===== config.mk =====
export PLATFORM = sky130hd
export DESIGN_NAME = lsu_store_align
export DESIGN_NICKNAME = d
export VERILOG_FILES = /design/src/logic/lsu_pkg.sv /design/src/logic/lsu_store_align.sv
export SDC_FILE = /design/constraint.sdc
export NUM_CORES = 1
export LEC_CHECK = 0
export BUFFER_PORTS_ARGS = -buffer_cell sky130_fd_sc_hd__clkbuf_2
export CORE_MARGIN = 8
export CORE_UTILIZATION = 36
export DETAILED_ROUTE_END_ITERATION = 8
export PLACE_DENSITY = 0.84
export SLEW_MARGIN = 10
export SYNTH_ARGS = -nofsm -noshare
export SYNTH_HDL_FRONTEND = slang
export SYNTH_SLANG_ARGS = --single-unit

===== constraint.sdc =====
create_clock -name vclk -period 1.12
set_input_delay 0.112 -clock vclk [all_inputs]
set_output_delay 0.112 -clock vclk [all_outputs]
set_load 0.02 [all_outputs]

===== src/logic/lsu_pkg.sv =====
/*
 * Load/store unit shared definitions.
 * Data, address and strobe types, data memory geometry and the
 * state encodings of the LSU control and the data memory.
 */

package lsu_pkg;

    // Data path types
    // ------------------------------

    typedef logic [31:0] word_t;    // One data word
    typedef logic [31:0] addr_t;    // Byte address
    typedef logic [3:0]  strb_t;    // One write strobe per byte lane
    typedef logic [1:0]  boff_t;    // Byte offset inside a word

    // Data memory geometry
    // ------------------------------

    localparam int DMEM_WORDS = 1024;   // Depth in words

    // First byte address that answers with a bus error
    localparam addr_t DMEM_ERR_BASE = addr_t'(DMEM_WORDS * 4);

    // State encodings
    // ------------------------------

    // LSU completion tracking
    typedef enum logic {
        LSU_IDLE,                   // No finished access pending
        LSU_HELD                    // Finished, waiting for pipe_prog
    } lsu_state_t;

    // Data memory access sequencing
    typedef enum logic {
        MEM_IDLE,                   // First cycle of an access or no access
        MEM_WAIT                    // Counting down wait states
    } mem_state_t;

endpackage


===== src/logic/lsu_store_align.sv =====
/*
 * Store data aligner.
 * Moves the store byte or halfword onto its byte lanes and builds
 * the matching write strobes.
 */

`timescale 1ns/1ps

module lsu_store_align (
    input  logic           lsu_byte,    // Byte store
    input  logic           lsu_half,    // Halfword store
    input  lsu_pkg::boff_t lsu_boff,    // Byte offset in the word
    input  lsu_pkg::word_t lsu_wdata,   // Store data, right aligned
    output lsu_pkg::word_t dmem_wdata,  // Store data on its lanes
    output lsu_pkg::strb_t dmem_strb    // Byte lane strobes
);

    lsu_pkg::word_t lane_data;          // Data copied onto every lane

    // Lane strobes
    // ------------------------------

    always_comb begin
        if (lsu_byte) begin
            case (lsu_boff)
                2'b00:   dmem_strb = 4'b0001;
                2'b01:   dmem_strb = 4'b0010;
                2'b10:   dmem_strb = 4'b0100;
                default: dmem_strb = 4'b1000;
            endcase
        end else if (lsu_half) begin
            dmem_strb = lsu_boff[1] ? 4'b1100 : 4'b0011;    // Upper or lower half
        end else begin
            dmem_strb = 4'b1111;                            // Full word
        end
    end

    // Lane data
    // ------------------------------

    always_comb begin
        if (lsu_byte) begin
            lane_data = {4{lsu_wdata[7:0]}};
        end else if (lsu_half) begin
            lane_data = {2{lsu_wdata[15:0]}};
        end else begin
            lane_data = lsu_wdata;
        end
    end

    // Unstrobed lanes are driven as zero
    always_comb begin
        for (int i = 0; i < 4; i++) begin
            dmem_wdata[8*i +: 8] = lane_data[8*i +: 8] & {8{dmem_strb[i]}};
        end
    end

endmodule


==> impl_metrics.py, run 1 <==
metrics = {
    "outcome": {
        "status": "aborted with a tool error",
        "failing_step": "clock tree synthesis (4_1_cts)",
        "first-error": "[ERROR DPL-0038] Utilization greater than 100%, impossible to legalize",
    },
    "floorplan": {
        "fp.dieW_um": 58.4,
        "initial_core_util_pct": 37.8,
        "die_y_um": 58.4,
        "num_rows": 15,
        "pin_count": 72,
    },
    "synth": {
        "synth.distinct_cells": 20,
        "yosysWarningCount": 0,
        "synth_cells": 89,
        "syn_area_um2": 646,
        "avgSynthCellArea_um2": 7.25,
        "synth_fp_nets": 125,
        "seq_area_frac_synth_pct": 0,
    },
    "placement": {
        "port_buffers": 72,
        "place_congestion": 0.807,
        "place_hpwl_um": 2730,
    },
    "clock_tree": {
        "hold_buffers": 0,
        "postCtsSetupRepairBufs": 2,
        "cts_resized": 69,
    },
}
[kinds of logic after synthesis]
kind of cell	share of synthesized area [%]
muxes	12.4
AOI/OAI and AO/OA	30.6
buffers and inverters	14.7
and+or+nand+nor	42.3
[per-stage QoR]
step	cells	worst slack, ns	setup TNS [ns]	cell area, µm²
3_3_place_gp	193	-0.206	-4.00	1420
3_5_place_dp	193	-0.232	-5.08	1420
2_1_floorplan	89	-0.0622	-0.467	938
[cells in the mapped netlist, drive strengths merged]
cell type | number | area (µm²)
a211oi | 8 | 60.1
o21ba | 1 | 10.0
or3b | 8 | 70.1
a221o | 8 | 80.1
clkbuf | 5 | 18.8
nor3b | 16 | 120
and3b | 1 | 8.76
o21ai | 8 | 40.0
mux2i | 8 | 80.1
o21a | 1 | 7.51
nor2 | 4 | 15.0
nor3 | 8 | 40.0
and3 | 1 | 6.26
and2 | 1 | 6.26
nor2b | 1 | 6.26
buf | 10 | 76.3
==> inputs of run 2 (changes only) <==
--- a/config.mk
+++ b/config.mk
@@ -6,10 +6,10 @@
 export NUM_CORES = 1
 export LEC_CHECK = 0
 export BUFFER_PORTS_ARGS = -buffer_cell sky130_fd_sc_hd__clkbuf_2
-export CORE_MARGIN = 8
-export CORE_UTILIZATION = 36
+export CORE_AREA = 8 8 69 71
 export DETAILED_ROUTE_END_ITERATION = 8
-export PLACE_DENSITY = 0.84
+export DIE_AREA = 0 0 77 79
+export PLACE_DENSITY_LB_ADDON = 0.15
 export SLEW_MARGIN = 10
 export SYNTH_ARGS = -nofsm -noshare
 export SYNTH_HDL_FRONTEND = slang
==> run 2 against run 1 <==
Compared with the run above:
- the flow now finishes, with violations (setup timing)
- synthesized cell count unchanged
- synthesized area unchanged
==> impl_metrics.py, run 2 <==
metrics = {
    "floorplan": {
        "dieArea_mm2": 0.00608,
        "initial_core_util_pct": 17.0,
        "core_mm2": 0.00380,
        "num_rows": 23,
        "fp.dieW_um": 77,
        "pin_count": 72,
        "die_y_um": 79,
    },
    "timing": {
        "max_clock_freq_mhz": 858,
        "rsz0062_at_grt": "true",
        "slew-limit-headroom_pct": 75.0,
        "setup_ws_ns": -0.0455,
        "drv_slew": 0,
        "finalHoldViolations": 0,
        "fin_crit_sh_pct": 104,
        "final.min_clock_period_ns": 1.17,
        "worst_pin_slew_ns": 0.371,
        "setup_violations": 9,
    },
    "synth": {
        "netlist.area_leader.share_pct": 18.6,
        "yosysTopAreaCell": "nor3b_1",
        "seq_area_frac_synth_pct": 0,
        "syn_area_um2": 646,
        "synth.distinct_cells": 20,
        "yosysWarningCount": 0,
        "avgSynthCellArea_um2": 7.25,
        "synth_fp_nets": 125,
        "yosysMostFrequentCell": "nor3b_1",
        "yosys-top-cells-area": "nor3b_1 (19%), a221o_1 (12%), mux2i_1 (12%)",
        "synth_cells": 89,
    },
    "layout": {
        "multiInputGateArea_um2": 886,
        "final_common_cell": "clkbuf_2",
        "nNetsFinal": 205,
        "antenna_cells": 0,
        "seq_cells": 0,
        "seq_area_um2": 0,
        "nClkBuffers": 0,
        "areaGrowthSynthToFinish_pct": 187,
        "n_fill_cell": 368,
        "layout-drive-gt1-share_pct": 81.4,
        "fin_cells": 217,
        "final_cell_mix": "clkbuf_2 (39), clkbuf_8 (23), buf_4 (12)",
    },
    "placement": {
        "place_congestion": 0.852,
        "port_buffers": 72,
        "place_ws_ns": -0.258,
        "placed_cells": 209,
        "place_hpwl_um": 2900,
    },
    "outcome": {
        "violations": "setup timing",
        "status": "finished, violations left",
    },
    "worst_hold_path": {
        "hold_depth": 3,
        "worstHoldEndpoint": "dmem_wdata[24]",
        "hold_class": "input pin to output pin",
        "min-delay-start": "lsu_wdata[8]",
    },
    "setup_path": {
        "worstSetupStartpointType": "input pin",
        "end_kind": "output pin",
        "worstSetupPathType": "input pin to output pin",
        "cp.required_ns": 1.01,
        "worstPathArrival_ns": 1.05,
        "cp_max_fo": 8,
    },
    "drt": {
        "wl_um": 3710,
        "first_iter_violations": 19,
        "dr.pass1.iters": 3,
        "ant_nets": 0,
        "vias": 1019,
        "routedWlPerCell_um": 17.1,
        "remaining_drc_errors": 0,
        "via_per_inst": 4.70,
    },
    "run": {
        "drv_cap": 0,
    },
    "power_and_ir_drop": {
        "p_leak_nw": 0.798,
        "p_per_area_mw_per_mm2": 493,
        "ir_drop_mv": 0.205,
    },
    "clock_tree": {
        "hold_buffers": 0,
    },
    "global_route": {
        "grt_pass1_wl_um": 5730,
        "antenna_found_initial": 0,
        "grt_usage_pct": 11.0,
        "grt_max_degree": 19,
        "grt_overflow": 0,
        "grt_pass1_vias": 1088,
    },
}
==> run 2: cell counts after synthesis <==
Identical to the previous run, type by type.
==> run 2: power breakdown <==
| part | switching [mW] | total (mW) | internal (mW) |
|---|---|---|---|
| registers | 0 | 0 | 0 |
| clock network | 0 | 0 | 0 |
| logic | 0.434 | 0.913 | 0.479 |
| total | 0.434 | 0.913 | 0.479 |
==> run 2: per-layer routing <==
metal / vias up / GRT usage, % / wire length (µm)
met4: 0 / 0 / 0
met2: 43 / 19.3 / 1790
li1: 502 / - / -
met1: 474 / 14.0 / 1630
met3: 0 / 2.93 / 287
met5: - / 0 / 0
==> run 2: cells by family after synthesis <==
kind of cell	count (synthesis)	synth area share, %
AO/OA/AOI/OAI	26	30.6
buffers and inverters	15	14.7
AND/OR/NAND/NOR	40	42.3
multiplexers	8	12.4
==> run 2: worst max path at each step <==
| stage | slack (ns) | start | depth (start not counted) | end |
|---|---|---|---|---|
| finish | -0.05 | lsu_half | 4 | dmem_wdata[20] |
| floorplan | -0.06 | lsu_half | 4 | dmem_wdata[19] |
| global route | -0.07 | lsu_half | 4 | dmem_wdata[20] |
| detailed placement | -0.26 | lsu_byte | 6 | dmem_wdata[12] |
| global placement | -0.23 | lsu_byte | 6 | dmem_wdata[10] |
| CTS | -0.05 | lsu_half | 4 | dmem_wdata[20] |
==> run 2: layout make-up <==
class | instances | area share, %
multi-input cells | 74 | 47.8
well taps | 50 | 3.38
repair buffers | 93 | 48.8
==> run 2: what timing repair did <==
action                     4_1_cts  5_1_grt
setup buffers                    3        0
cloned                           3        2
setup endpoints to repair       36       30
gates resized for setup         74       21
pin swaps                        9       10
==> run 2: metrics by stage <==
stage	power, mW	utilization (%)	hold WS (ns)	TNS (ns)	cell area, µm²
after detailed placement	0.711	36.5	0.610	-6.81	1390
after global placement	0.706	36.5	0.610	-6.22	1390
after CTS	0.879	46.6	0.612	-0.441	1770
after floorplan	0.478	-	0.375	-0.467	938
final	0.913	48.8	0.584	-0.186	1850
after global routing	0.965	48.8	0.621	-0.637	1850
==> run 2: worst max-delay path, stage by stage <==
cell and delay, ns:
clkbuf_16 0.13, or3b_4 0.40, a211oi_4 0.22, clkbuf_8 0.18
No activity file was read; power rests on OpenSTA's default activity.
