<file path="src/logic/lsu_pkg.sv">
/*
 * Load/store unit shared definitions.
 * Data, address and strobe types, data memory geometry and the
 * state encodings of the LSU control and the data memory.
 */

package lsu_pkg;

    // Data path types
    // ------------------------------

    typedef logic [31:0] word_t;    // One data word
    typedef logic [31:0] addr_t;    // Byte address
    typedef logic [3:0]  strb_t;    // One write strobe per byte lane
    typedef logic [1:0]  boff_t;    // Byte offset inside a word

    // Data memory geometry
    // ------------------------------

    localparam int DMEM_WORDS = 1024;   // Depth in words

    // First byte address that answers with a bus error
    localparam addr_t DMEM_ERR_BASE = addr_t'(DMEM_WORDS * 4);

    // State encodings
    // ------------------------------

    // LSU completion tracking
    typedef enum logic {
        LSU_IDLE,                   // No finished access pending
        LSU_HELD                    // Finished, waiting for pipe_prog
    } lsu_state_t;

    // Data memory access sequencing
    typedef enum logic {
        MEM_IDLE,                   // First cycle of an access or no access
        MEM_WAIT                    // Counting down wait states
    } mem_state_t;

endpackage

</file>
<file path="src/logic/lsu_load_align.sv">
/*
 * Load data aligner.
 * Picks the addressed byte or halfword out of the read word and
 * sign or zero extends it to a full word.
 */

`timescale 1ns/1ps

module lsu_load_align (
    input  logic           lsu_byte,    // Byte load
    input  logic           lsu_half,    // Halfword load
    input  logic           lsu_signed,  // Sign extend the result
    input  lsu_pkg::boff_t lsu_boff,    // Byte offset in the word
    input  lsu_pkg::word_t dmem_rdata,  // Word from memory
    output lsu_pkg::word_t lsu_rdata    // Extended load result
);

    logic [7:0]  pick_b;                // Addressed byte
    logic [15:0] pick_h;                // Addressed halfword
    logic        ext_b;                 // Fill bit for a byte
    logic        ext_h;                 // Fill bit for a halfword

    // Lane select
    // ------------------------------

    always_comb begin
        case (lsu_boff)
            2'b00:   pick_b = dmem_rdata[7:0];
            2'b01:   pick_b = dmem_rdata[15:8];
            2'b10:   pick_b = dmem_rdata[23:16];
            default: pick_b = dmem_rdata[31:24];
        endcase
    end

    // Only offsets 0 and 2 are legal for a halfword
    assign pick_h = lsu_boff[1] ? dmem_rdata[31:16] : dmem_rdata[15:0];

    // Extension
    // ------------------------------

    assign ext_b = lsu_signed && pick_b[7];
    assign ext_h = lsu_signed && pick_h[15];

    always_comb begin
        if (lsu_byte) begin
            lsu_rdata = {{24{ext_b}}, pick_b};
        end else if (lsu_half) begin
            lsu_rdata = {{16{ext_h}}, pick_h};
        end else begin
            lsu_rdata = dmem_rdata;                         // Word as read
        end
    end

endmodule

</file>
<file path="config.mk">
export PLATFORM = sky130hd
export DESIGN_NAME = lsu_load_align
export DESIGN_NICKNAME = d
export VERILOG_FILES = /design/src/logic/lsu_pkg.sv /design/src/logic/lsu_load_align.sv
export SDC_FILE = /design/constraint.sdc
export NUM_CORES = 1
export LEC_CHECK = 0
export BUFFER_PORTS_ARGS = -buffer_cell sky130_fd_sc_hd__buf_4
export CAP_MARGIN = 40
export CORE_MARGIN = 2
export CORE_UTILIZATION = 40
export DETAILED_ROUTE_END_ITERATION = 16
export PLACE_DENSITY_LB_ADDON = 0.08
export SETUP_SLACK_MARGIN = 0.1
export SYNTH_ARGS = -nofsm -noshare
export SYNTH_HDL_FRONTEND = slang
export SYNTH_SLANG_ARGS = --single-unit
</file>
<file path="constraint.sdc">
create_clock -name vclk -period 1.4
set_input_delay 0.14 -clock vclk [all_inputs]
set_output_delay 0.14 -clock vclk [all_outputs]
set_load 0.01 [all_outputs]
</file>
Word-level counts from Yosys, hierarchy flattened
Cells that the tools add are included.

word-level totals
  flip-flop bits (word level) = 0
  input port bits = 37
  output and inout bits = 32
  word-level logic and storage cells = 9

cells by class
  equal/unequal tests = 2
  muxes and demuxes = 4
  reduce and logical (&&, ||, !) cells = 3

operators with widths
  operator                                              number
  two-way mux 32 bit                                    2
  one-hot mux 8 bit (3 select lines)                    1
  two-way mux 16 bit                                    1
  equality test 2 x 1 -> 1 bit (second input constant)  1
  equality test 2 bit (second input constant)           1
  logical AND 1 bit                                     2
  zero test 2 bit                                       1

Logic depth before layout (Yosys ltp)
Gate-level depths: netlist (run 1).

  depth after elaboration = 4
  depth in mapped cells = 5
  gate-level depth less buffers = 3

Worst setup path before layout (run 1)
No wires, ideal clock.

  kind = in2out
  from = input lsu_boff[0]
  to = output lsu_rdata[21]
  arrival time = 1.034 ns
  data required time = 1.260 ns
  setup slack = 0.226 ns
  stages on the path = 5
  path buffers = 2
  cells stage by stage = buf_6 -> mux2_4 -> a2bb2oi_4 -> buf_6 -> nand3_1

on the way
  cells in the longest elaborated chain, start to end = 4
  elaborated cells between the ends (all ways) = 6
  classes of those cells = eq/ne (2); mux (2); reduce/logical (2)

RTL lines
  what                                               line                  RTL
  from (decl)                                        lsu_load_align.sv:13  input lsu_pkg::boff_t lsu_boff,
  equality test 2 bit, or another cell as far along  lsu_load_align.sv:27  case (lsu_boff)
  one-hot mux 8 bit (3 select lines) (*)             lsu_load_align.sv:27
  logical AND 1 bit (*)                              lsu_load_align.sv:41  assign ext_b = lsu_signed && pick_b[7];
  two-way mux 32 bit (*)                             lsu_load_align.sv:45  if (lsu_byte) begin
  to (decl)                                          lsu_load_align.sv:15  output lsu_pkg::word_t lsu_rdata

Mark *: on every way between the ends. The rest lies on a longest branch, timed or not.

Final worst setup path (run 1)
  from = input lsu_boff[0]
  to = output lsu_rdata[17]

Same word-level chain as after synthesis.

==> results of run 1 <==
==> cell usage after synthesis <==
cell       number
nand2_1        16
and2_1          1
a22oi_4         1
nor3_1          1
and3_2          1
nand3b_1        1
buf_4           1
buf_1           2
o21ai_0         8
a2bb2oi_4       1
nor2b_1         3
a221oi_1        7
and3_1          8
mux2i_1        23
nand2_2         2
buf_2           4
clkbuf_1        1
a211oi_1        8
nor2_2          1
mux2_2          1
and3b_1         1
nand3_1        16
buf_6           4
mux2_4          1
==> cell families (layout without fill, tap and decap cells) <==
| logic type | after synthesis | after routing | synth area share, % |
|---|---|---|---|
| muxes | 25 | 25 | 31.59 |
| and+or+nand+nor | 51 | 51 | 32.36 |
| buffers and inverters | 12 | 78 | 10.32 |
| AOI/OAI and AO/OA | 25 | 25 | 25.73 |
==> per-stage QoR <==
| step | cell area, µm² | setup TNS [ns] | setup WS (ns) | cells |
|---|---|---|---|---|
| after detailed placement | 1325 | -0.01027 | -0.01027 | 203 |
| after global placement | 1325 | 0 | 0.03707 | 203 |
| after global routing | 1491 | 0 | 0.003074 | 206 |
| after floorplan | 812.0 | 0 | 0.2257 | 113 |
| after CTS | 1375 | 0 | 0.1024 | 205 |
| final | 1491 | 0 | 0.06346 | 206 |
==> worst min-delay path: stages <==
cell and delay [ns]:
buf_4 0.09, nand2_1 0.05, nand3_2 0.07, buf_6 0.09
==> metal layers <==
metal	up-vias	GRT usage [%]	part of all wire (%)
met5	-	0	0
li1	565	-	-
met4	0	2.381	0
met1	590	31.85	43
met3	0	1.840	5.4
met2	45	43.38	52
==> repair_timing <==
action	in CTS	in global routing
endpoints found under the setup margin	28	27
setup buffers	2	0
gates cloned	0	1
gates resized for setup	13	18
pin swaps	2	3
==> final cells by class <==
cell class                      instances  share of cell area, %
Tap cell                               27                  2.265
Multi-Input combinational cell        101                  54.45
Timing Repair Buffer                   78                  43.29
==> power groups by stage <==
stage / combinational, µW / sequential (µW) / clock [µW]
final: 602 / 0 / 0
after global routing: 640 / 0 / 0
after CTS: 554 / 0 / 0
after detailed placement: 531 / 0 / 0
after global placement: 521 / 0 / 0
after floorplan: 262 / 0 / 0
==> cell usage in the layout, fill, tap and decap left out <==
master      n
mux2i_4     1
and3b_2     1
buf_12      1
o21ai_1     8
nand3_1    12
mux2i_1    22
nand3_4     3
buf_6       6
nand3b_1    1
nand2_4     1
a221oi_1    4
and3_2      1
buf_4      69
nand2_2     1
and2_1      1
clkbuf_16   1
a211oi_1    8
nor2_2      1
buf_8       1
mux2_4      2
nor3_1      1
and3_1      8
a221oi_2    3
nand2_1    16
a22oi_4     1
a2bb2oi_4   1
nand3_2     1
nor2b_1     3
==> final timing paths <==
| kind | endpoint | slack (ns) |
|---|---|---|
| hold / removal | lsu_rdata[16] | 0.59 |
| setup / recovery | lsu_rdata[17] | 0.06 |
==> impl_results.md, run 1 <==
- Status: complete, no violations
- Global route total overflow: 0
- Initial antenna violation count: 0
- CP Capture Type: output pin
- Switching share of power: 46.13%
- Placeable Area: 0.001942 mm²
- Die width: 49.06 µm
- Effective utilization at floorplan: 41.82%
- Via count: 1,200
- Nets@finish: 218
- First-pass GRT wire length: 4795 µm
- Hold path start: dmem_rdata[16]
- Die H: 49.06 µm
- Wirelength per Cell: 15.85 µm
- WL final: 3266 µm
- Reg power frac: 0%
- Worst Hold Depth: 4
- Arr. time, crit path: 1.20 ns
- Worst Path Buf+Inv: 3
- Seq/Total Area, Yosys: 0%
- Iter 0 DRT Violations: 22
- Required time worst endpoint: 1.26 ns
- Max Slew Vio Count: 0
- CP startpoint kind: input pin
- Post-DP HPWL: 2463 µm
- Worst Path Max Fanout: 8
- Count of cell types in the netlist: 24
- Tmin final: 1.337 ns
- Slowest stage delay, CP: 0.33 ns
- Switching pwr: 277.7 µW
- Vias/cell: 5.825
- RSZ-0062 raised after global routing: true
- Slew headroom: 75.27%
- Port bufs: 69
- Seq_cells: 0
- Number of I/O pins: 69
- Final period util: 95.47%
- Final core occ: 76.80%
- Number of global-route vias before repair: 1,067
- Placer Congestion: 0.7918
- Kind of critical path: input pin to output pin
- Share of layout cells above drive strength 1: 53.07%
- Storage cell area: 0 µm²
- Cell family with most CP delay: buffers and inverters
- Die area: 0.002406 mm²
- Clock buffer count: 0
- Area growth from synthesis to layout: 83.67%
- Largest net degree at the start of global routing: 17
- Min-delay worst type: input pin to output pin
- Critical path startpoint: lsu_boff[0]
- Internal power: 324.3 µW
- Maximum vdd drop: 0.0002520 V
- Synth Area per Inst: 7.186 µm²
- DRC: 0
- Antenna diodes: 0
- MaxCap Viol Count: 0
- # setup viols final: 0
- # hold bufs at CTS: 0
- Fin. Hold Viols: 0
- CP max-delay cell: mux2_4
- Fill count: 161
- Synth Warn #: 0
- Drt pass-1 iters: 4
- Yosys top cell area share: 28.35%
- Total Routing Usage GR: 23.97%
- Multi-input combinational cell area: 812.0 µm²
- Syn_nets: 150
- Gate power share: 100.0%
- Cells along the critical path: buf_8, mux2_4, a2bb2oi_4, clkbuf_16, nand3_1, buf_4
- Power Total: 602.0 µW
- Cells after Synth: 113
- Final hold slack: 0.5945 ns
- Top post-synthesis cells by area: mux2i_1, nand3_1, a221oi_1
- Cell Pwr Density: 403.7 mW/mm²
- Leakage power: 0.0008457 µW
- FMAX: 748.2 MHz
- Critical path depth: 6
- Slew of the pin with the lowest slew margin: 0.3697 ns
- Cell taking the most area after synthesis: mux2i_1
- Clock power frac: 0%
- Synthesized cell area: 812.0 µm²
- Final antenna-violating net count: 0
- Row count: 16
Power figures use the tool's default switching activity.
==> run 2, diff against run 1 <==
CORE_MARGIN = 8   (was 2)
MAX_ROUTING_LAYER = met4   (was unset)
clock period = 1.6 ns   (was 1.4 ns; I/O delays follow)
==> run 2 against run 1 <==
  * Sequential share of layout area unchanged
  * Final area decreased by 12%
  * Routed wire length increased by 1.4%
  * Via count decreased by 7.9%
  * Combinational power decreased by 22%
  * Die area increased by 55%
==> impl_results.md, run 2 (synthesis gave the netlist of run 1 again) <==
- Status: complete, no violations
- Port bufs: 69
- Gate power share: 100.0%
- Clock power frac: 0%
- MaxCap Viol Count: 0
- Leakage power: 0.0007633 µW
- Effective utilization at floorplan: 41.82%
- Slew of the pin with the lowest slew margin: 0.3947 ns
- RSZ-0062 raised after global routing: false
- Most frequent cells in the layout: buf_4, mux2i_1, nand2_1, nand3_1
- Reg power frac: 0%
- Die H: 61.06 µm
- Share of layout cells above drive strength 1: 46.82%
- Via count: 1,105
- Clock buffer count: 0
- Iter 0 DRT Violations: 25
- Final period util: 88.02%
- Critical path startpoint: lsu_boff[0]
- Fin Setup TNS: 0 ns
- Antenna diodes: 0
- Placer Congestion: 0.7884
- Tmin final: 1.408 ns
- Wirelength per Cell: 16.56 µm
- Final antenna-violating net count: 0
- Switching share of power: 47.34%
- CP Capture Type: output pin
- Area growth from synthesis to layout: 62.25%
- Min-delay worst type: input pin to output pin
- Total Routing Usage GR: 17.14%
- Nets@finish: 212
- Maximum vdd drop: 0.0002145 V
- Initial antenna violation count: 0
- Non-Filler Instances: 200
- Number of global-route vias before repair: 1,051
- Cell Pwr Density: 356.6 mW/mm²
- Final worst slack: 0.1916 ns
- Die width: 61.06 µm
- # setup viols final: 0
- Switching pwr: 222.4 µW
- Fin. Hold Viols: 0
- WL final: 3312 µm
- Die area: 0.003728 mm²
- Kind of critical path: input pin to output pin
- Power Total: 469.8 µW
- Global route total overflow: 0
- Post-DP HPWL: 2658 µm
- Post-route design area: 0.001318 mm²
- Drt pass-1 iters: 4
- Worst Setup EP: lsu_rdata[13]
- DRC: 0
- Cell Count Post-Placement: 199
- Largest net degree at the start of global routing: 23
- Seq_cells: 0
- First-pass GRT wire length: 4995 µm
- Placement Setup Slack: 0.1374 ns
- Row count: 16
- Required time worst endpoint: 1.44 ns
- Vias/cell: 5.525
- Slew headroom: 73.59%
- Internal power: 247.4 µW
- Arr. time, crit path: 1.25 ns
- CP startpoint kind: input pin
- Placeable Area: 0.001942 mm²
- Most common cell after layout, fill and taps aside: buf_4
- Max Slew Vio Count: 0
- Number of I/O pins: 69
- Storage cell area: 0 µm²
- Worst Path Max Fanout: 8
- Placed inst area: 0.001295 mm²
- FMAX: 710.0 MHz
==> run 2: final cells by class <==
| cell class | count | area (µm²) |
|---|---|---|
| fill | 175 | 624.3 |
| multi-input combinational | 101 | 730.7 |
| tap | 27 | 33.78 |
| timing repair buffer | 72 | 553.0 |
==> run 2: how the worst min path moves through the flow <==
stage	startpoint	to	slack [ns]	cells past startpoint
2_1_floorplan	dmem_rdata[16]	lsu_rdata[16]	0.46	2
3_3_place_gp	dmem_rdata[19]	lsu_rdata[19]	0.64	4
3_5_place_dp	dmem_rdata[19]	lsu_rdata[19]	0.64	4
4_1_cts	dmem_rdata[19]	lsu_rdata[19]	0.64	4
5_1_grt	dmem_rdata[17]	lsu_rdata[17]	0.66	4
6_report	dmem_rdata[19]	lsu_rdata[19]	0.64	4
==> run 2: critical path, cell delays in order <==
cell	delay [ns]
buf_4	0.12
mux2_2	0.39
a22oi_4	0.23
o21ai_0	0.16
buf_4	0.18
==> run 2: through the flow <==
step | hold slack [ns] | util (%)
floorplan | 0.4607 | -
global placement | 0.6366 | 66.69
detailed placement | 0.6372 | 66.69
CTS | 0.6437 | 66.69
global route | 0.6619 | 67.85
finish | 0.6389 | 67.85
==> run 2: layer usage <==
metal | track usage, % | share of wire (%) | up-vias
met5 | - | 0 | -
met4 | 0 | 0 | 0
met3 | 2.296 | 7.6 | 0
met2 | 27.01 | 47 | 47
met1 | 23.79 | 45 | 508
li1 | - | - | 550
==> run 2: repair_timing <==
item	4_1_cts	5_1_grt
hold buffers	0	0
setup buffers	0	1
gates resized for setup	0	1
endpoints found under the setup margin	0	17
==> run 2: power groups by stage <==
stage                     sequential [µW]  combinational [µW]  clock, µW
after floorplan                         0                 229          0
after global placement                  0                 456          0
after detailed placement                0                 463          0
after CTS                               0                 465          0
after global routing                    0                 508          0
final                                   0                 470          0
