==> config.mk <==
export PLATFORM = sky130hd
export DESIGN_NAME = lsu_ctrl
export DESIGN_NICKNAME = d
export VERILOG_FILES = /design/src/logic/lsu_pkg.sv /design/src/logic/lsu_ctrl.sv
export SDC_FILE = /design/constraint.sdc
export NUM_CORES = 1
export LEC_CHECK = 0
export BUFFER_PORTS_ARGS = -buffer_cell sky130_fd_sc_hd__buf_2
export CELL_PAD_IN_SITES_DETAIL_PLACEMENT = 1
export CELL_PAD_IN_SITES_GLOBAL_PLACEMENT = 2
export CORE_AREA = 2 2 39 41
export CTS_BUF_LIST = sky130_fd_sc_hd__clkbuf_16
export CTS_CLUSTER_DIAMETER = 60
export DETAILED_ROUTE_END_ITERATION = 6
export DIE_AREA = 0 0 41 43
export GPL_TIMING_DRIVEN = 1
export HOLD_SLACK_MARGIN = 0.02
export PLACE_DENSITY = 0.58
export SYNTH_ARGS = -nofsm -noshare
export SYNTH_HDL_FRONTEND = slang
export SYNTH_SLANG_ARGS = --single-unit
==> constraint.sdc <==
create_clock -name g_clk -period 1.3 [get_ports g_clk]
set_clock_uncertainty 0.2 [all_clocks]
set_input_delay 0.065 -clock g_clk [delete_from_list [all_inputs] [get_ports g_clk]]
set_output_delay 0.065 -clock g_clk [all_outputs]
set_load 0.02 [all_outputs]
==> src/logic/lsu_pkg.sv <==
/*
 * Load/store unit shared definitions.
 * Data, address and strobe types, data memory geometry and the
 * state encodings of the LSU control and the data memory.
 */

package lsu_pkg;

    // Data path types
    // ------------------------------

    typedef logic [31:0] word_t;    // One data word
    typedef logic [31:0] addr_t;    // Byte address
    typedef logic [3:0]  strb_t;    // One write strobe per byte lane
    typedef logic [1:0]  boff_t;    // Byte offset inside a word

    // Data memory geometry
    // ------------------------------

    localparam int DMEM_WORDS = 1024;   // Depth in words

    // First byte address that answers with a bus error
    localparam addr_t DMEM_ERR_BASE = addr_t'(DMEM_WORDS * 4);

    // State encodings
    // ------------------------------

    // LSU completion tracking
    typedef enum logic {
        LSU_IDLE,                   // No finished access pending
        LSU_HELD                    // Finished, waiting for pipe_prog
    } lsu_state_t;

    // Data memory access sequencing
    typedef enum logic {
        MEM_IDLE,                   // First cycle of an access or no access
        MEM_WAIT                    // Counting down wait states
    } mem_state_t;

endpackage

==> src/logic/lsu_ctrl.sv <==
/*
 * LSU control block.
 * Tracks completion of the current access until the pipeline takes it,
 * flags misaligned requests and drives the memory enables.
 */

`timescale 1ns/1ps

module lsu_ctrl (
    input  logic          g_clk,        // Global clock
    input  logic          g_resetn,     // Synchronous reset, active low
    input  logic          lsu_valid,    // Request present
    input  logic          lsu_store,    // Store request
    input  logic          lsu_byte,     // Byte width
    input  logic          lsu_half,     // Halfword width
    input  logic          lsu_word,     // Word width
    input  logic          pipe_prog,    // Pipeline takes the result
    input  lsu_pkg::boff_t lsu_boff,    // Byte offset of the request
    input  logic          dmem_stall,   // Memory not done yet
    input  logic          dmem_error,   // Memory bus error
    output logic          lsu_ready,    // Access complete
    output logic          lsu_a_error,  // Misaligned address
    output logic          lsu_b_error,  // Bus error on completion
    output logic          dmem_cen,     // Memory chip enable
    output logic          dmem_wen      // Memory write enable
);

    lsu_pkg::lsu_state_t lsu_state;
    lsu_pkg::lsu_state_t n_lsu_state;

    logic width_ok;                     // Some width bit is set
    logic txn_done;                     // Bus transfer completes this cycle

    // Request decode
    // ------------------------------

    assign width_ok = lsu_byte || lsu_half || lsu_word;

    // Halfword at odd offset, word at any nonzero offset
    assign lsu_a_error = lsu_valid &&
                         ((lsu_half && lsu_boff[0]) ||
                          (lsu_word && (lsu_boff != 2'b00)));

    // Memory bus
    // ------------------------------

    assign dmem_cen = lsu_valid && width_ok && !lsu_a_error &&
                      (lsu_state == lsu_pkg::LSU_IDLE);    // No repeat while held
    assign dmem_wen = lsu_store;

    assign txn_done = dmem_cen && !dmem_stall;

    // Completion tracking
    // ------------------------------

    always_comb begin
        n_lsu_state = lsu_state;
        case (lsu_state)
            lsu_pkg::LSU_IDLE: begin
                if (txn_done && !pipe_prog) begin
                    n_lsu_state = lsu_pkg::LSU_HELD;        // Result not taken yet
                end
            end
            lsu_pkg::LSU_HELD: begin
                if (pipe_prog) begin
                    n_lsu_state = lsu_pkg::LSU_IDLE;
                end
            end
            default: n_lsu_state = lsu_pkg::LSU_IDLE;
        endcase
    end

    always_ff @(posedge g_clk) begin
        if (!g_resetn) begin
            lsu_state <= lsu_pkg::LSU_IDLE;
        end else begin
            lsu_state <= n_lsu_state;
        end
    end

    // Execute stage outputs
    // ------------------------------

    assign lsu_ready   = txn_done || (lsu_state == lsu_pkg::LSU_HELD);
    assign lsu_b_error = txn_done && dmem_error;           // Only in completing cycle

    // A misaligned request never completes, not even from the held state
    a_no_ready_on_misalign : assert property (
        @(posedge g_clk) disable iff (!g_resetn)
        !(lsu_ready && lsu_a_error)
    );

    // Ready cannot come while the memory still stalls
    a_no_ready_in_stall : assert property (
        @(posedge g_clk) disable iff (!g_resetn)
        !(lsu_ready && dmem_stall)
    );

endmodule

# Yosys cells after proc, flatten, opt, wreduce, memory -nomap -nowiden
# Index checks and enable logic that the tools add are counted.
dict set report totals {
  input_bits 12
  regBits 1
  word_cells 22
  output_inout_bits 5
}
dict set report classes {
  mux 3
  n_reduce_logical 17
  n_bitwise 1
}
# operator count
set op_table {}
lappend op_table {{$logic_and 1x1->1} 9}
lappend op_table {{$logic_or 1x1->1} 4}
lappend op_table {{$logic_not 1->1} 3}
lappend op_table {{$mux 1} 2}
lappend op_table {{$pmux 1 s2} 1}
lappend op_table {{$reduce_bool 2->1} 1}
lappend op_table {{$not 1->1} 1}

# Depth between registers and ports, before layout
# Gate-level depths: netlist of run 1.
dict set report logic_depth {
  word_depth 11
  ltp_mapped 3
  ltp_nobuf 3
}

# Worst setup path before layout of run 1
# Ideal clock, no wire load.
dict set report synth_path {
  path_kind {input port to output port}
  start {input lsu_boff[0]}
  end {output lsu_b_error}
  required_ns 1.035
  t_arrival_ns 0.865
  path_buffers 0
  stages 3
  slack_ns 0.170
  path_cell_list {o21ai_2 > o311ai_2 > nor4b_2}
}
dict set report synth_between {
  elab_chain_len 9
}
# item line
set synth_lines {}
lappend synth_lines {{from (decl)} lsu_ctrl.sv:18} ;# input lsu_pkg::boff_t lsu_boff,
lappend synth_lines {{$reduce_bool 2->1} lsu_ctrl.sv:42} ;# (lsu_word && (lsu_boff != 2'b00)));
lappend synth_lines {{$logic_and 1x1->1} lsu_ctrl.sv:42}
lappend synth_lines {{$logic_or 1x1->1 (*)} lsu_ctrl.sv:41} ;# ((lsu_half && lsu_boff[0]) ||
lappend synth_lines {{$logic_and 1x1->1 (*)} lsu_ctrl.sv:40} ;# assign lsu_a_error = lsu_valid &&
lappend synth_lines {{$logic_not 1->1 (*)} lsu_ctrl.sv:47} ;# assign dmem_cen = lsu_valid && width_ok && !lsu_a_error &&
lappend synth_lines {{$logic_and 1x1->1 (*) (2 in a row)} lsu_ctrl.sv:47}
lappend synth_lines {{$logic_and 1x1->1 (*)} lsu_ctrl.sv:51} ;# assign txn_done = dmem_cen && !dmem_stall;
lappend synth_lines {{$logic_and 1x1->1 (*)} lsu_ctrl.sv:85} ;# assign lsu_b_error = txn_done && dmem_error;
lappend synth_lines {{to (decl)} lsu_ctrl.sv:23} ;# output logic lsu_b_error,
# Mark *: on every way between the ends. The rest lies on a longest branch, timed or not.

# Worst setup path after layout of run 1
dict set report layout_path {
  start {input lsu_half}
  end {output lsu_ready}
}
dict set report layout_between {
  elab_chain_len 8
}
# item line
set layout_lines {}
lappend layout_lines {{from (decl)} lsu_ctrl.sv:15} ;# input logic lsu_half,
lappend layout_lines {{$logic_and 1x1->1} lsu_ctrl.sv:41}
lappend layout_lines {{$logic_or 1x1->1} lsu_ctrl.sv:41}
lappend layout_lines {{$logic_and 1x1->1} lsu_ctrl.sv:40}
lappend layout_lines {{$logic_not 1->1} lsu_ctrl.sv:47}
lappend layout_lines {{$logic_and 1x1->1 (*) (2 in a row)} lsu_ctrl.sv:47}
lappend layout_lines {{$logic_and 1x1->1 (*)} lsu_ctrl.sv:51}
lappend layout_lines {{$logic_or 1x1->1 (*)} lsu_ctrl.sv:84} ;# assign lsu_ready = txn_done || (lsu_state == lsu_pkg::LSU_HELD);
lappend layout_lines {{to (decl)} lsu_ctrl.sv:21} ;# output logic lsu_ready,
# Marks and branches as above.

==> results of run 1 <==
[stage by stage]
stage          cell area [um2]  std cells
2_1_floorplan              131         16
3_3_place_gp               214         45
3_5_place_dp               214         45
4_1_cts                    224         46
5_1_grt                    234         46
6_report                   234         46
[worst max path at each step]
stage	startpoint	end	slack, ns	cells past startpoint
final	lsu_half	lsu_ready	0.07	5
after CTS	lsu_boff[0]	lsu_b_error	0.03	5
after detailed placement	lsu_boff[0]	lsu_b_error	0.03	5
after floorplan	lsu_boff[0]	lsu_b_error	0.17	3
after global routing	lsu_half	lsu_ready	0.01	5
after global placement	lsu_boff[0]	lsu_b_error	0.08	5
[metal layers]
layer,vias up,wire length [um]
li1,85,-
met1,77,194
met2,17,173
met3,0,119
met4,0,0
met5,-,0
[worst min-delay path, stage by stage]
cell and delay (ns):
buf_2 0.09, nand2b_1 0.06, a21oi_1 0.04
[power breakdown]
part / switching (mW) / internal (mW) / total [mW]
Clock: 0 / 0 / 0
Sequential: 0.000754 / 0.0321 / 0.0329
Combinational: 0.0356 / 0.0300 / 0.0656
[Yosys cell counts]
cell type	instances
nand2_1	2
inv_1	1
o311ai_2	1
o311ai_1	1
a21boi_0	1
nor2b_2	1
o21ai_2	1
a21oi_1	1
nor4b_2	1
buf_4	1
nor2b_1	2
dfxtp_1	1
nand2b_1	1
nor2_1	1
[cells by family (layout without fill, tap and decap cells)]
family,count (synthesis),after routing,synth area share [%]
buffers and inverters,2,16,8.57
flip-flops,1,1,15.2
AND/OR/NAND/NOR,8,8,41.0
AO/OA/AOI/OAI,5,5,35.2
[area by class of cell]
| cell class | instances | area, um2 | area share (%) |
|---|---|---|---|
| flip-flops and latches | 1 | 20.0 | 8.56 |
| inverters | 1 | 3.75 | 1.60 |
| well taps | 16 | 20.0 | 8.56 |
| multi-input cells | 13 | 108 | 46.0 |
| repair buffers | 15 | 82.6 | 35.3 |
[repair_timing]
| action | 4_1_cts | 5_1_grt |
|---|---|---|
| hold endpoints to repair | 1 | 0 |
| endpoints found under the setup margin | 0 | 1 |
| resized for setup | 0 | 2 |
| hold buffers | 1 | 0 |
| setup buffers | 0 | 0 |
[placed cells by master, fill, tap and decap left out, drive strengths merged]
cell,synthesis,layout
a21boi,1,1
a21oi,1,1
buf,1,14
dfxtp,1,1
dlygate4sd3,0,1
inv,1,1
nand2,2,2
nand2b,1,1
nor2,1,1
nor2b,3,3
nor4b,1,1
o21ai,1,1
o311ai,2,2
==> metrics.yaml, run 1 <==
worst_setup_path:
  reg2regPathDepth: 2
  crit_family: "compound AO/OA/AOI/OAI gates"
  crit_required_ns: 1.03
  crit_top_cell: "buf_2"
  cpMaxStageDelayCell: "o311ai_1"
  worstSetupStartpointType: "input pin"
  reg2reg_slack_ns: 0.49
  cp.buffers_inverters: 2
  cp_max_fo: 3
  rr_endpoint: "lsu_state"
  r2r_start: "lsu_state"
  arrival_ns: 0.96
  cp-end-kind: "primary output"
  max_stage_delay_ns: 0.36
  critPathKind: "input pin to primary output"
  crit_path_cell_trace: "buf_2 -> nor2b_2 -> o311ai_1 -> nand2_1 -> buf_2"
floorplan:
  std_cell_rows: 14
  die-area_um2: 1760
  core_um2: 1380
  die_x_um: 41
  initial_utilization_pct: 9.49
  die_h_um: 43
  ios: 17
synth:
  synth.distinct_cells: 14
  synth_top_area_share_pct: 15.2
  synth_area_um2: 131
  seq_area_frac_synth_pct: 15.2
  synth_nets: 28
  synth_area_per_cell_um2: 8.21
  synth-seq-cells: 1
  synthCells: 16
  synth_top_cell_by_area: "dfxtp_1"
  yosysWarnings: 0
  synth_area_leaders: "dfxtp_1 15%, o311ai_2 12%, nor4b_2 11%"
routing:
  wl_um: 487
  drc_errors: 0
  vias_per_cell: 3.89
  ant_nets: 0
  first_iter_violations: 1
  wl_per_cell_um: 10.6
  via_count: 179
  firstDrtPassIters: 2
global_routing:
  met3_usage_pct: 2.62
  grt_pass1_vias: 199
  track_usage_pct: 5.70
  grt_start_max_net_pins: 4
  antenna_found_initial: 0
  overflow: 0
  grt_pass1_wl_um: 759
  grt.met2_usage_pct: 8.75
  top_usage_layer: "met2"
  use_met1_pct: 7.62
place:
  preCtsSetupSlack_ns: 0.0339
  globalplace.congestion: 0.648
  port_buffers: 14
cells_and_area:
  nets: 44
  regMostFlops: "lsu_state"
  utilization_pct: 16.9
  area_delta_synth_final_pct: 78.1
  antennaDiodeCount: 0
  reg.largest.list: "lsu_state (1)"
  n_fill_cell: 171
  largest_reg_flops: 1
  drive_above_1_share_pct: 60.0
sta:
  finalCritPeriodShare_pct: 94.4
  setup_ws_ns: 0.0724
  fin_tns_setup_ns: 0
  finalSetupViolations: 0
  slew_headroom_pct: 75.7
  worstMarginPinSlew_ns: 0.359
  layout_min_cycle_time_ns: 1.23
  hold_viol: 0
  rsz0062_at_grt: "no"
  slew_violations: 0
  max_freq_ghz: 0.815
  whs_ns: 0.109
hold_path:
  hp-start: "g_resetn"
  whs_endpoint: "lsu_state"
  hp-class: "input pin to register"
  whs_path_depth: 3
clocking:
  cts.clk_slew.worst_paths_ns: 0
  clk-insertion-delay-late_ns: 0
pwr:
  vdd_ir_drop_max_mv: 0.132
  power.density_nw_per_um2: 421
  power_uw: 98.4
  leakage_nw: 0.106
job:
  drv_cap: 0
status:
  status: "completed"
Power figures use the tool's default switching activity.
==> run 2: changes to the inputs <==
--- a/config.mk
+++ b/config.mk
@@ -5,7 +5,7 @@
 export SDC_FILE = /design/constraint.sdc
 export NUM_CORES = 1
 export LEC_CHECK = 0
-export BUFFER_PORTS_ARGS = -buffer_cell sky130_fd_sc_hd__buf_2
+export BUFFER_PORTS_ARGS = -buffer_cell sky130_fd_sc_hd__buf_4
 export CELL_PAD_IN_SITES_DETAIL_PLACEMENT = 1
 export CELL_PAD_IN_SITES_GLOBAL_PLACEMENT = 2
 export CORE_AREA = 2 2 39 41
==> metrics.yaml, run 2 (synthesis gave the netlist of run 1 again) <==
status:
  status: "completed"
global_routing:
  met3_usage_pct: 1.57  # -1.0 points
  grt.met2_usage_pct: 7.81  # -0.94 points
  antenna_found_initial: 0  # unchanged
  grt_pass1_vias: 170  # -15%
  track_usage_pct: 5.80  # +0.10 points
  top_usage_layer: "met1"
  grt_start_max_net_pins: 4  # unchanged
  grt_pass1_wl_um: 779  # +2.6%
  use_met1_pct: 9.52  # +1.9 points
  overflow: 0  # unchanged
cells_and_area:
  n_fill_cell: 167  # -2.3%
  reg.largest.list: "lsu_state (1)"
  regMostFlops: "lsu_state"
  drive_above_1_share_pct: 60.0  # unchanged
  mostFrequentLayoutCells: "14 x buf_4, 2 x nand2_1, 2 x nor2b_1"
  mostFrequentLayoutCell: "buf_4"
  ff_latch_area_um2: 20.0  # unchanged
  multi_input_area_um2: 108  # unchanged
  utilization_pct: 19.3  # +2.4 points
  nets: 44  # unchanged
  final_cell_area_um2: 267  # +14%
  antennaDiodeCount: 0  # unchanged
  final_cells: 46  # unchanged
  area_delta_synth_final_pct: 103
  largest_reg_flops: 1  # unchanged
sta:
  slew_violations: 0  # unchanged
  hold_viol: 0  # unchanged
  fin_tns_setup_ns: 0  # unchanged
  worstMarginPinSlew_ns: 0.358  # -0.00192 ns
  finalCritPeriodShare_pct: 94.3  # -0.15 points
  rsz0062_at_grt: "no"
  finalSetupViolations: 0  # unchanged
  layout_min_cycle_time_ns: 1.23  # -0.00193 ns
  max_freq_ghz: 0.816  # +0.16%
  slew_headroom_pct: 75.8  # +0.13 points
worst_setup_path:
  cp-startpoint: "lsu_half"
  arrival_ns: 0.96  # about the same
  crit_path_cell_trace: "buf_4 -> nor2b_2 -> o311ai_1 -> nand2_1 -> buf_4"
  rr_endpoint: "lsu_state"
  reg2reg_slack_ns: 0.51  # +0.02 ns
  crit_required_ns: 1.03  # about the same
  cp-end-kind: "primary output"
  reg2regPathDepth: 2  # unchanged
  crit_end: "lsu_ready"
  critPathKind: "input pin to primary output"
  cpMaxStageDelayCell: "o311ai_1"
  max_stage_delay_ns: 0.36  # about the same
  r2r_start: "lsu_state"
  crit_top_cell: "buf_4"
  cp_max_fo: 3  # unchanged
  worstSetupStartpointType: "input pin"
pwr:
  leakage_nw: 0.116  # +9.0%
  p_seq_share_pct: 29.6  # -3.8 points
  power.density_nw_per_um2: 416  # -1.0%
  swShare_pct: 33.2  # -3.7 points
  intPower_uw: 74.2  # +19%
  vdd_ir_drop_max_mv: 0.142  # +8.0%
  pwr-share-comb_pct: 70.4  # +3.8 points
  p_clk_share_pct: 0  # unchanged
  p_sw_uw: 36.8  # +1.3%
routing:
  first_iter_violations: 2  # +1
  vias_per_cell: 3.76  # -3.4%
  ant_nets: 0  # unchanged
  wl_um: 500  # +2.7%
  drc_errors: 0  # unchanged
  firstDrtPassIters: 2  # unchanged
  via_count: 173  # -3.4%
  wl_per_cell_um: 10.9  # +2.7%
floorplan:
  die_h_um: 43  # unchanged
  die-area_um2: 1760  # unchanged
  initial_utilization_pct: 9.49  # unchanged
  die_x_um: 41  # unchanged
  ios: 17  # unchanged
  std_cell_rows: 14  # unchanged
  core_um2: 1380  # unchanged
place:
  dp.cells: 45  # unchanged
  placed_cell_area_um2: 249  # +16%
  globalplace.congestion: 0.616  # -5.0%
  port_buffers: 14  # unchanged
hold_path:
  hp-class: "input pin to register"
clocking:
  cts.clk_slew.worst_paths_ns: 0  # unchanged
  clk-insertion-delay-late_ns: 0  # unchanged
job:
  drv_cap: 0  # unchanged
-- run 2: cell counts in the layout (fill, tap and decap cells not counted) --
Identical to the previous run, type by type.
-- run 2: layer usage --
metal  share of wire [%]  wire, um
met5                   0         0
met4                   0         0
met3                  16        82
met2                  37       187
met1                  46       229
-- run 2: how the worst min path moves through the flow --
stage,from,endpoint,depth (start not counted)
floorplan,dmem_stall,lsu_b_error,1
global placement,lsu_store,dmem_wen,0
detailed placement,lsu_store,dmem_wen,0
CTS,pipe_prog,lsu_state,3
global route,g_resetn,lsu_state,3
finish,pipe_prog,lsu_state,3
-- run 2: layout make-up --
type | instances | share of cell area [%]
multi-input cells | 13 | 40.4
well taps | 16 | 7.51
flip-flops and latches | 1 | 7.51
repair buffers | 15 | 43.2
inverters | 1 | 1.41
-- run 2: power groups by stage --
stage,Clock [mW],Combinational [mW],Sequential (mW)
floorplan,0,0.0332,0.0327
global placement,0,0.0697,0.0329
detailed placement,0,0.0708,0.0328
CTS,0,0.0761,0.0328
global route,0,0.0850,0.0330
finish,0,0.0782,0.0328
-- run 2: critical path, delay by kind of cell --
family / cells / cell delay (ns)
and+or+nand+nor: 2 / 0.25
AOI/OAI and AO/OA: 1 / 0.36
buffers and inverters: 2 / 0.28
-- run 2: timing repair --
action                                 4_1_cts  5_1_grt
setup endpoints to repair                    0        1
buffers inserted                             0        0
resized for setup                            0        1
endpoints found under the hold margin        1        0
hold buffers                                 1        0
-- run 2: through the flow --
step           hold WS, ns  power, mW  worst slack, ns
3_5_place_dp       -0.0690      0.104           0.0467
3_3_place_gp       -0.0690      0.103           0.0846
2_1_floorplan      -0.0169     0.0659            0.170
4_1_cts              0.130      0.109           0.0467
5_1_grt              0.135      0.118           0.0194
6_report             0.118      0.111           0.0743
